$ cat config.mk
export PLATFORM = sky130hd
export DESIGN_NAME = lut_map_top
export DESIGN_NICKNAME = d
export VERILOG_FILES = /design/src/rtl/lut_reg_pkg.sv /design/src/rtl/lut_mem_pkg.sv /design/src/rtl/lut_map_top.sv /design/src/rtl/lut_map_execute.sv /design/src/rtl/lut_fetch_fifo.sv /design/src/rtl/lut_fetch.sv /design/src/rtl/lut_reg_decode.sv
export VERILOG_INCLUDE_DIRS = /design/src /design/src/rtl
export SDC_FILE = /design/constraint.sdc
export NUM_CORES = 2
export LEC_CHECK = 0
export ABC_CLOCK_PERIOD_IN_PS = 18520
export BUFFER_PORTS_ARGS = -buffer_cell sky130_fd_sc_hd__buf_2
export CORE_ASPECT_RATIO = 1.4
export CORE_MARGIN = 1
export CORE_UTILIZATION = 56
export CTS_CLUSTER_DIAMETER = 50
export DETAILED_ROUTE_END_ITERATION = 16
export PLACE_DENSITY = 0.75
export SLEW_MARGIN = 20
export SYNTH_ARGS = -nofsm -noshare
export SYNTH_HDL_FRONTEND = slang
export SYNTH_HIERARCHICAL = 1
export SYNTH_SLANG_ARGS = --single-unit
$ cat constraint.sdc
create_clock -name clk -period 18.52 [get_ports clk]
set_clock_uncertainty 0.05 [all_clocks]
set_input_delay 2.778 -clock clk [delete_from_list [all_inputs] [get_ports clk]]
set_output_delay 2.778 -clock clk [all_outputs]
set_load 0.02 [all_outputs]
$ cat src/rtl/lut_consts.svh
`ifndef LUT_CONSTS_SVH
`define LUT_CONSTS_SVH

// Table geometry
`define LUT_BYTE_W 8                                  // Bits per table entry
`define LUT_LEN 256                                   // Entries per table

// Memory side
`define MEM_BEAT_W 128                                // Bits per read beat

// Beats needed to fill one table
`define LUT_BEATS ((`LUT_LEN * `LUT_BYTE_W) / `MEM_BEAT_W)

// Register map, byte offsets on the AXI4-Lite bus
`define REG_ADDR_OFS 32'h0                            // Table base address
`define REG_CTRL_OFS 32'h4                            // Control, start in bit 0
`define REG_STAT_OFS 32'h8                            // Status, busy and loaded

`endif
$ cat src/rtl/lut_reg_pkg.sv
`default_nettype none

package lut_reg_pkg;

    // Control register at the CTRL offset
    typedef struct packed {
        logic [30:0] rsvd;                            // Ignored on write
        logic        start;                           // Self-clearing
    } ctrl_word_t;

    // Status register at the STAT offset
    typedef struct packed {
        logic [29:0] rsvd;                            // Read as zero
        logic        loaded;                          // Table valid
        logic        busy;                            // Load in progress
    } stat_word_t;

    // Write data word, meaning depends on the register offset
    typedef union packed {
        logic [31:0] addr;                            // Table base in memory
        ctrl_word_t  ctrl;
    } reg_word_u;

endpackage

`default_nettype wire

$ cat src/rtl/lut_mem_pkg.sv
`default_nettype none

`include "lut_consts.svh"

package lut_mem_pkg;

    // 32-bit words in one memory beat
    localparam int BEAT_WORDS = `MEM_BEAT_W / 32;

    // One table entry, also one pixel
    typedef logic [`LUT_BYTE_W-1:0] lut_byte_t;

    // Table index
    typedef logic [$clog2(`LUT_LEN)-1:0] lut_idx_t;

    // One memory beat, word 0 holds the lowest bytes
    typedef logic [BEAT_WORDS-1:0][31:0] mem_beat_t;

endpackage

`default_nettype wire

$ cat src/rtl/lut_map_top.sv
`default_nettype none
`timescale 1ns/1ps

module lut_map_top import lut_mem_pkg::*; (
    input  wire            clk,
    input  wire            rst_n,

    input  wire            i_awvalid,
    output logic           o_awready,
    input  wire  [31:0]    i_awaddr,
    input  wire            i_wvalid,
    output logic           o_wready,
    input  wire  [31:0]    i_wdata,
    output logic           o_bvalid,
    input  wire            i_bready,
    input  wire            i_arvalid,
    output logic           o_arready,
    input  wire  [31:0]    i_araddr,
    output logic           o_rvalid,
    input  wire            i_rready,
    output logic [31:0]    o_rdata,

    output logic           o_rd_start,
    output logic [31:0]    o_rd_addr,
    input  wire            i_rd_valid,
    input  wire mem_beat_t i_rd_data,
    input  wire            i_rd_done,

    input  wire            i_px_valid,
    input  wire lut_byte_t i_px_data,
    output logic           o_y_valid,
    output lut_byte_t      o_y_data
);

    logic        start;
    logic [31:0] fetch_addr;
    logic        fetch_busy;
    logic        beat_we;
    logic        ram_we;
    lut_idx_t    ram_idx;
    lut_byte_t   ram_data;
    logic        fifo_done;
    logic        loading;
    logic        loaded;

    // Status source, load ends when fetch is idle and the FIFO drained
    always_ff @(posedge clk, negedge rst_n) begin
        if (!rst_n) begin
            loading <= 1'b0;
            loaded  <= 1'b0;
        end else if (start) begin
            loading <= 1'b1;
            loaded  <= 1'b0;
        end else if (loading && !fetch_busy && fifo_done) begin
            loading <= 1'b0;
            loaded  <= 1'b1;
        end
    end

    lut_reg_decode u_decode (
        .clk(clk), .rst_n(rst_n),
        .i_awvalid(i_awvalid), .o_awready(o_awready), .i_awaddr(i_awaddr),
        .i_wvalid(i_wvalid), .o_wready(o_wready), .i_wdata(i_wdata),
        .o_bvalid(o_bvalid), .i_bready(i_bready),
        .i_arvalid(i_arvalid), .o_arready(o_arready), .i_araddr(i_araddr),
        .o_rvalid(o_rvalid), .i_rready(i_rready), .o_rdata(o_rdata),
        .o_start(start), .o_fetch_addr(fetch_addr),
        .i_busy(loading), .i_loaded(loaded)
    );

    lut_fetch u_fetch (
        .clk(clk), .rst_n(rst_n),
        .i_start(start), .i_fetch_addr(fetch_addr),
        .o_rd_start(o_rd_start), .o_rd_addr(o_rd_addr),
        .i_rd_valid(i_rd_valid), .i_rd_done(i_rd_done),
        .o_beat_we(beat_we), .o_busy(fetch_busy)
    );

    lut_fetch_fifo u_fifo (
        .clk(clk), .rst_n(rst_n),
        .i_beat(i_rd_data), .i_beat_we(beat_we),
        .o_ram_we(ram_we), .o_ram_idx(ram_idx), .o_ram_data(ram_data),
        .o_done(fifo_done)
    );

    lut_map_execute u_execute (
        .clk(clk), .rst_n(rst_n),
        .i_ram_we(ram_we), .i_ram_idx(ram_idx), .i_ram_data(ram_data),
        .i_px_valid(i_px_valid), .i_px_data(i_px_data),
        .o_y_valid(o_y_valid), .o_y_data(o_y_data)
    );

endmodule

`default_nettype wire

$ cat src/rtl/lut_map_execute.sv
`default_nettype none
`timescale 1ns/1ps

`include "lut_consts.svh"

module lut_map_execute import lut_mem_pkg::*; (
    input  wire            clk,
    input  wire            rst_n,

    // Table load port from the FIFO
    input  wire            i_ram_we,
    input  wire lut_idx_t  i_ram_idx,
    input  wire lut_byte_t i_ram_data,

    // Pixel stream
    input  wire            i_px_valid,
    input  wire lut_byte_t i_px_data,
    output logic           o_y_valid,
    output lut_byte_t      o_y_data
);

    lut_byte_t table_ram [`LUT_LEN];
    lut_idx_t  px_idx;

    // Pixel value is the table index
    assign px_idx = lut_idx_t'(i_px_data);

    always_ff @(posedge clk) begin
        if (i_ram_we)
            table_ram[i_ram_idx] <= i_ram_data;
    end

    // Registered read, this is the result stage
    always_ff @(posedge clk) begin
        if (i_px_valid)
            o_y_data <= table_ram[px_idx];
    end

    always_ff @(posedge clk, negedge rst_n) begin
        if (!rst_n)
            o_y_valid <= 1'b0;
        else
            o_y_valid <= i_px_valid;                  // Matches the one-cycle read
    end

endmodule

`default_nettype wire

$ cat src/rtl/lut_fetch_fifo.sv
`default_nettype none
`timescale 1ns/1ps

`include "lut_consts.svh"

module lut_fetch_fifo import lut_mem_pkg::*; (
    input  wire            clk,
    input  wire            rst_n,

    input  wire mem_beat_t i_beat,
    input  wire            i_beat_we,

    output logic           o_ram_we,
    output lut_idx_t       o_ram_idx,
    output lut_byte_t      o_ram_data,
    output logic           o_done
);

    localparam int PTR_W          = $clog2(`LUT_BEATS);
    localparam int BYTES_PER_BEAT = `MEM_BEAT_W / `LUT_BYTE_W;
    localparam int SEL_W          = $clog2(BYTES_PER_BEAT);

    mem_beat_t              beat_mem [`LUT_BEATS];
    logic [PTR_W:0]         wr_ptr;                   // Extra bit tells full from empty
    logic [PTR_W:0]         rd_ptr;
    logic [SEL_W-1:0]       byte_sel;                 // Byte within the head beat
    lut_idx_t               ram_idx;
    logic [`MEM_BEAT_W-1:0] head;
    logic                   empty;
    logic                   full;
    logic                   last_byte;

    assign empty     = wr_ptr == rd_ptr;
    assign full      = (wr_ptr[PTR_W] != rd_ptr[PTR_W]) &&
                       (wr_ptr[PTR_W-1:0] == rd_ptr[PTR_W-1:0]);
    assign head      = beat_mem[rd_ptr[PTR_W-1:0]];
    assign last_byte = byte_sel == SEL_W'(BYTES_PER_BEAT - 1);

    // Drain one byte per cycle, low bytes first
    assign o_ram_we   = !empty;
    assign o_ram_idx  = ram_idx;
    assign o_ram_data = head[byte_sel * `LUT_BYTE_W +: `LUT_BYTE_W];
    assign o_done     = empty && byte_sel == '0;

    always_ff @(posedge clk) begin
        if (i_beat_we)
            beat_mem[wr_ptr[PTR_W-1:0]] <= i_beat;
    end

    always_ff @(posedge clk, negedge rst_n) begin
        if (!rst_n) begin
            wr_ptr   <= '0;
            rd_ptr   <= '0;
            byte_sel <= '0;
            ram_idx  <= '0;
        end else begin
            if (i_beat_we)
                wr_ptr <= wr_ptr + 1'b1;

            if (!empty) begin
                byte_sel <= byte_sel + 1'b1;          // Wraps to 0 after the last byte
                if (last_byte)
                    rd_ptr <= rd_ptr + 1'b1;
            end

            // New table starts at entry 0
            if (o_done && i_beat_we)
                ram_idx <= '0;
            else if (!empty)
                ram_idx <= ram_idx + 1'b1;
        end
    end

    // Depth equals one full table, so a burst never overruns
    a_no_overflow: assert property (
        @(posedge clk) disable iff (!rst_n) i_beat_we |-> !full
    ) else $error("beat FIFO overflow");

endmodule

`default_nettype wire

$ cat src/rtl/lut_fetch.sv
`default_nettype none
`timescale 1ns/1ps

module lut_fetch (
    input  wire         clk,
    input  wire         rst_n,

    input  wire         i_start,
    input  wire  [31:0] i_fetch_addr,

    output logic        o_rd_start,
    output logic [31:0] o_rd_addr,
    input  wire         i_rd_valid,
    input  wire         i_rd_done,

    output logic        o_beat_we,
    output logic        o_busy
);

    typedef enum logic [1:0] {
        IDLE,
        SEND_ADDR,
        RECV_DATA
    } state_t;

    state_t state;
    state_t nxt_state;

    always_ff @(posedge clk, negedge rst_n) begin
        if (!rst_n)
            state <= IDLE;
        else
            state <= nxt_state;
    end

    // Base address held for the whole burst
    always_ff @(posedge clk, negedge rst_n) begin
        if (!rst_n)
            o_rd_addr <= '0;
        else if (state == IDLE && i_start)
            o_rd_addr <= i_fetch_addr;
    end

    always_comb begin
        nxt_state  = state;
        o_rd_start = 1'b0;
        o_beat_we  = 1'b0;

        case (state)
            IDLE: begin
                if (i_start)
                    nxt_state = SEND_ADDR;
            end
            SEND_ADDR: begin
                o_rd_start = 1'b1;                    // Single request cycle
                nxt_state  = RECV_DATA;
            end
            default: begin
                o_beat_we = i_rd_valid;               // No back-pressure on beats
                if (i_rd_done)
                    nxt_state = IDLE;
            end
        endcase
    end

    assign o_busy = state != IDLE;

endmodule

`default_nettype wire

$ cat src/rtl/lut_reg_decode.sv
`default_nettype none
`timescale 1ns/1ps

`include "lut_consts.svh"

module lut_reg_decode import lut_reg_pkg::*; (
    input  wire         clk,
    input  wire         rst_n,

    input  wire         i_awvalid,
    output logic        o_awready,
    input  wire  [31:0] i_awaddr,
    input  wire         i_wvalid,
    output logic        o_wready,
    input  wire  [31:0] i_wdata,
    output logic        o_bvalid,
    input  wire         i_bready,

    input  wire         i_arvalid,
    output logic        o_arready,
    input  wire  [31:0] i_araddr,
    output logic        o_rvalid,
    input  wire         i_rready,
    output logic [31:0] o_rdata,

    output logic        o_start,
    output logic [31:0] o_fetch_addr,
    input  wire         i_busy,
    input  wire         i_loaded
);

    logic        wr_acc;
    logic        rd_acc;
    reg_word_u   wr_word;
    logic [31:0] addr_q;
    stat_word_t  stat;

    // Address and data must arrive together, one write in flight
    assign wr_acc    = i_awvalid && i_wvalid && !o_bvalid;
    assign rd_acc    = i_arvalid && !o_rvalid;
    assign o_awready = wr_acc;
    assign o_wready  = wr_acc;
    assign o_arready = rd_acc;

    assign wr_word      = i_wdata;
    assign o_fetch_addr = addr_q;

    always_comb begin
        stat        = '0;
        stat.busy   = i_busy;
        stat.loaded = i_loaded;
    end

    always_ff @(posedge clk, negedge rst_n) begin
        if (!rst_n) begin
            o_bvalid <= 1'b0;
            o_start  <= 1'b0;
            addr_q   <= '0;
        end else begin
            if (wr_acc)
                o_bvalid <= 1'b1;
            else if (i_bready)
                o_bvalid <= 1'b0;

            if (wr_acc && i_awaddr == `REG_ADDR_OFS)
                addr_q <= wr_word.addr;

            // One-cycle pulse, dropped while a load runs
            o_start <= wr_acc && i_awaddr == `REG_CTRL_OFS && wr_word.ctrl.start && !i_busy;
        end
    end

    always_ff @(posedge clk, negedge rst_n) begin
        if (!rst_n)
            o_rvalid <= 1'b0;
        else if (rd_acc)
            o_rvalid <= 1'b1;
        else if (i_rready)
            o_rvalid <= 1'b0;
    end

    always_ff @(posedge clk) begin
        if (rd_acc) begin
            case (i_araddr)
                `REG_ADDR_OFS: o_rdata <= addr_q;
                `REG_STAT_OFS: o_rdata <= stat;
                default:       o_rdata <= '0;       // CTRL reads back zero
            endcase
        end
    end

    // Start lasts one cycle because the open write response blocks the next handshake
    a_start_single_cycle: assert property (
        @(posedge clk) disable iff (!rst_n) o_start |=> !o_start
    ) else $error("start held for more than one cycle");

endmodule

`default_nettype wire

* After elaboration in Yosys (flattened, before gate mapping)
Memories as Yosys holds them, arrays and structs flattened. A register that Yosys moved wholly into a read port is not among the register bits.
Index checks and enable logic that the tools add are counted.
** Storage, ports and cells
- Bits in registers :: 126
- RAM bits :: 4096
- Bits of input ports :: 242
- Output and inout port bits :: 79
- Logic and storage cells :: 76
- Memories :: 2
** Operators by class
- Add/subtract/negate cells :: 4
- Equal/unequal tests :: 7
- Shifts and indexed selects :: 1
- Mux-type cells :: 19
- Bitwise logic cells :: 1
- Reductions and logical operators :: 28
** Memories
- u_execute.table_ram :: words 256, width 8, read ports 1, clocked after memory_dff 1, write ports 1, line lut_map_execute.sv:22 : lut_byte_t table_ram [`LUT_LEN];
- u_fifo.beat_mem :: words 16, width 128, read ports 1, clocked after memory_dff 0, write ports 1, line lut_fetch_fifo.sv:23 : mem_beat_t beat_mem [`LUT_BEATS];
** Operators with widths (number)
- $shiftx A128 B8 Y8 :: 1
- $logic_not A32 Y1 :: 2
- $pmux W32 S2 :: 1
- $eq A32 B3 Y1 const B :: 1
- $eq A32 B4 Y1 const B :: 1
- $mux W8 :: 2
- $mux W1 :: 13
- $logic_and A1 B1 Y1 :: 12
- $add A5 B1 Y5 const B :: 2
- $add A8 B1 Y8 const B :: 1
- $reduce_bool A2 Y1 :: 4
- $eq A5 B5 Y1 :: 1
- $add A4 B1 Y4 const B :: 1
- $eq A4 B4 Y1 const B :: 1
- $logic_not A1 Y1 :: 4
- $logic_not A4 Y1 :: 1
- $mux W2 :: 2
- $ne A2 B2 Y1 const B :: 2
- $pmux W2 S2 :: 1
- $reduce_and A2 Y1 :: 2
- $reduce_bool A3 Y1 :: 1
- $eq A2 B1 Y1 const B :: 1
- $logic_not A2 Y1 :: 1
- $reduce_or A2 Y1 :: 1
- $not A1 Y1 :: 1

* Longest topological paths before layout
- Depth after elaboration :: 6
- Depth in mapped cells :: 13
- Gate-level depth less buffers :: 8

* Cells and area by module
The synthesis kept the hierarchy.
** By module, submodules not included
- lut_map_execute :: times used 1, cells an instance 3734, area an instance 79661.4 µm², sequential area each 61764.2 µm²
- lut_fetch_fifo :: times used 1, cells an instance 3619, area an instance 79641.4 µm², sequential area each 62049.5 µm²
- lut_reg_decode :: times used 1, cells an instance 171, area an instance 2667.6 µm², sequential area each 1836.8 µm²
- lut_fetch :: times used 1, cells an instance 76, area an instance 1302.5 µm², sequential area each 850.8 µm²
- lut_map_top :: times used 1, cells an instance 7, area an instance 80.1 µm², sequential area each 50.0 µm²

* Worst setup path before layout
OpenSTA, ideal clock, no wires.
- Path kind :: register to register
- Start point :: reg u_fifo.rd_ptr[1]
- End point :: mem u_execute/table_ram[0][4] (netlist bit) (data pin)
- Arrival :: 15.349 ns
- Data required time :: 15.662 ns
- Setup slack :: 0.313 ns
- Stages on the path, launching flop included :: 11
- Buffers on the path :: 5
- Path through :: dfrtp_1 > buf_4 > buf_4 > buf_4 > buf_2 > buf_2 > a211oi_1 > nor4_1 > nor4_1 > and2_1 > nor4_1
** Between the ends
- Cells in the longest elaborated chain, start to end :: 2
** Ends and longest elaborated chain
- start, declared :: line lut_fetch_fifo.sv:25 : logic [PTR_W:0] rd_ptr;
- start signal, assigned :: line lut_fetch_fifo.sv:63 : rd_ptr <= rd_ptr + 1'b1;
- $mem_v2 Z16 W128
- $shiftx A128 B8 Y8 :: line lut_fetch_fifo.sv:42 : assign o_ram_data = head[byte_sel * `LUT_BYTE_W +: `LUT_BYTE_W];
- named net ram_data[4] :: line lut_map_top.sv:41 : lut_byte_t ram_data;
- end, declared :: line lut_map_execute.sv:22
The timed path passes the listed nets, and every way through them passes these cells.

* Worst setup path in the final report
- Start point :: reg u_fifo.rd_ptr[3]
- End point :: mem u_execute/table_ram[194][4] (netlist bit) (data pin)
The elaborated chain is that of the path after synthesis.

==> impl_metrics.py <==
metrics = {
    "run_status": {
        "status": "completed",
    },
    "worst_setup_path": {
        "crit_chain": "buf_4 -> and2_4 -> buf_4 -> buf_4 -> a21oi_1 -> o211ai_1 -> a32o_1 -> a221oi_2 -> nor4_2 -> buf_4 -> buf_4 -> buf_4",
        "arrival_ns": 8.07,
        "required_ns": 19.03,
        "endpoint_kind": "flop",
        "cp_top_family": "buffers and inverters",
        "path_buf_inv": 6,
        "cp_common_cell": "buf_4",
        "crit_fanout": 90,
        "max_stage_delay_ns": 0.90,
        "start_kind": "flop",
        "slowest_stage": "buf_4",
        "critPathKind": "flop to flop",
    },
    "power": {
        "switching_share_pct": 29.7,
        "static-leakage-power_nw": 57.5,
        "pwr-share-clk_pct": 29.7,
        "p_seq_share_pct": 48.2,
        "p_int_mw": 18.8,
        "p_total_mw": 26.8,
        "p_sw_mw": 7.95,
        "p_per_area_nw_per_um2": 148,
        "ir_worst_vdd_v": 0.000339,
        "power_frac_comb_pct": 22.1,
    },
    "floorplanning": {
        "initial_core_util_pct": 56.3,
        "dieArea_um2": 294000,
        "core_um2": 290000,
        "die_w_um": 458,
        "io_pins": 321,
        "placementRows": 234,
        "die-height_um": 641,
    },
    "finish": {
        "nNetsFinal": 8290,
        "layout_common_cells": "4136 x edfxtp_1, 886 x mux4_2, 390 x clkbuf_16, 325 x nor2_1, 322 x mux2i_1",
        "drive_above_1_share_pct": 25.5,
        "final_common_cell": "edfxtp_1",
        "syn2layout_area_growth_pct": 11.2,
    },
    "sta": {
        "drv_slew": 0,
        "setup_viol": 0,
        "rsz0062_at_grt": "no",
        "max_slew_margin_pct": 19.8,
        "worstMarginPinSlew_ns": 1.20,
        "fin_crit_ns": 7.57,
        "tns_ns": 0,
        "period_share_pct": 40.9,
        "max_freq_mhz": 132,
        "whs_ns": 0.416,
        "finalHoldViolations": 0,
    },
    "clocking": {
        "clk_latency_ns": 0.95,
        "cts_tree": "built",
        "cts-root-buf": "clkbuf_16",
        "hold_buffers": 0,
        "path_clk_slew_ns": 0.06,
        "cts_max_path_buffers": 4,
        "cts.sinks": 4230,
        "cts.repair.resized": 0,
        "cts_setup_buffers": 0,
        "cts_buffers": 384,
        "h-tree-depth": 5,
    },
    "synth": {
        "mappedNetlistArea_um2": 163000,
        "ys_ff_latch": 4230,
        "synth_edf_count": 4136,
        "yosys-top-cells-area": "edfxtp_1 76%, mux4_2 12%, mux2i_1 2.0%",
        "yosys.area.top_type": "edfxtp_1",
        "ys_warn_count": 6,
        "ys.flop_type": "edfxtp_1",
        "syn_area_per_cell_um2": 21.5,
        "synth_top_area_share_pct": 76.0,
        "async_flop_share_pct": 2.22,
        "synth_cell_types": 88,
        "synth_nets": 7857,
        "synth_seq_area_share_pct": 77.5,
        "synthCells": 7607,
    },
    "placement": {
        "gp_congestion": 0.869,
        "hpwl_mm": 236,
        "portBuffers": 320,
    },
    "drt": {
        "wire_per_inst_um": 33.8,
        "viasPerCell": 6.68,
        "dr.first_iter.drc_count": 10100,
        "first_pass_iters": 6,
        "wl_mm": 416,
        "route.detailed.drc": 0,
        "via_count": 82100,
        "ant_nets": 0,
    },
    "global_routing": {
        "grt-ovfl-total": 0,
        "grt_max_degree": 257,
        "grt_pass1_vias": 83300,
        "track_usage_pct": 28.2,
        "grt_pass1_wl_mm": 590,
        "antenna_found_initial": 70,
    },
    "min_path": {
        "min_path_type": "flop to flop",
    },
    "run": {
        "maxCapViolations": 0,
    },
}
-- Yosys cell counts (all sizes together), types with 23 or more instances --
| library cell | instances |
|---|---|
| a211oi | 43 |
| a21oi | 188 |
| a221oi | 51 |
| a22oi | 195 |
| and2 | 46 |
| buf | 279 |
| clkbuf | 168 |
| dfrtp | 94 |
| edfxtp | 4136 |
| mux2 | 76 |
| mux2i | 322 |
| mux4 | 894 |
| nand2 | 130 |
| nand3 | 64 |
| nor2 | 344 |
| nor2b | 49 |
| nor3 | 50 |
| nor4 | 50 |
| o211ai | 23 |
| o21ai | 55 |
| o221ai | 69 |
| o22ai | 69 |
-- worst reg2reg max path, stage by stage, from the launching register on --
cell and delay, ns:
dfrtp_4 0.86, buf_4 0.54, and2_4 0.38, buf_4 0.51, buf_4 0.61, a21oi_1 0.17, o211ai_1 0.29, a32o_1 0.72
a221oi_2 0.19, nor4_2 0.16, buf_4 0.77, buf_4 0.95, buf_4 0.93
-- metal layers --
layer / vias up / track usage [%] / routed length [µm]
li1: 32900 / - / -
met1: 42900 / 34.0 / 137000
met2: 5242 / 47.5 / 210000
met4: 36 / 16.5 / 27200
met3: 1070 / 5.52 / 41300
met5: - / 0 / 238
-- per-stage QoR --
step	utilization, %	cell area, µm²	worst slack (ns)	instances
6_report	62.6	182000	10.95	12300
5_1_grt	62.6	182000	10.60	12300
4_1_cts	62.6	182000	10.95	12300
3_5_place_dp	58.2	169000	9.99	11500
3_3_place_gp	58.2	169000	10.03	11500
2_1_floorplan	-	163000	0.313	7607
-- sequential cells by signal (all words and copies together) (netlist names), 4 cells and up --
name and cells:
u_decode/o_rdata 32, u_decode/o_fetch_addr 32, u_fifo/byte_sel 4, u_fifo/o_ram_idx 8, u_fifo/rd_ptr 5, u_fifo/wr_ptr 5, u_fifo/beat_mem 2048, u_execute/table_ram 2048
u_execute/o_y_data 8, u_fetch/o_rd_addr 32
-- logic make-up after synthesis --
family / count (synthesis) / share of synthesized area, %
buffers and inverters: 459 / 1.79
multiplexers: 1292 / 14.8
flip-flops: 4230 / 77.5
AND/OR/NAND/NOR: 815 / 2.37
XOR/XNOR: 17 / 0.0911
adder cells (fa/ha/maj): 8 / 0.0613
AO/OA/AOI/OAI: 786 / 3.37
-- final timing paths --
| path | start | endpoint | slack (ns) | depth (start not counted) |
|---|---|---|---|---|
| worst max-delay path | u_fifo/rd_ptr[3] | u_execute/table_ram[194][4] | 10.95 | 12 |
| max in group asynchronous | rst_n | u_fetch/o_rd_addr[14] | 15.27 | 2 |
| worst min-delay path | u_decode/o_start | loaded | 0.42 | 1 |
| min in group asynchronous | rst_n | u_fifo/wr_ptr[4] | 1.78 | 1 |
| worst min register to register | u_decode/o_start | loaded | 0.42 | 1 |
| worst max register to register | u_fifo/rd_ptr[3] | u_execute/table_ram[194][4] | 10.95 | 12 |
-- power by group through the flow --
stage	sequential (mW)	combinational (mW)	clock, mW
3_3_place_gp	13.1	5.61	0
6_report	12.9	5.93	7.95
3_5_place_dp	13.1	5.86	0
5_1_grt	12.9	6.18	8.36
2_1_floorplan	13.7	3.44	0
4_1_cts	12.9	5.89	8.02
-- layout make-up --
cell class | instances | area, µm²
fill | 18800 | 109000
tap | 3894 | 4870
multi-input combinational | 2918 | 34300
inverter | 12 | 46.3
antenna | 34 | 85.1
timing repair buffer | 494 | 3180
clock inverter | 242 | 2470
sequential | 4230 | 127000
clock buffer | 461 | 10100
No activity file was read; power rests on OpenSTA's default activity.
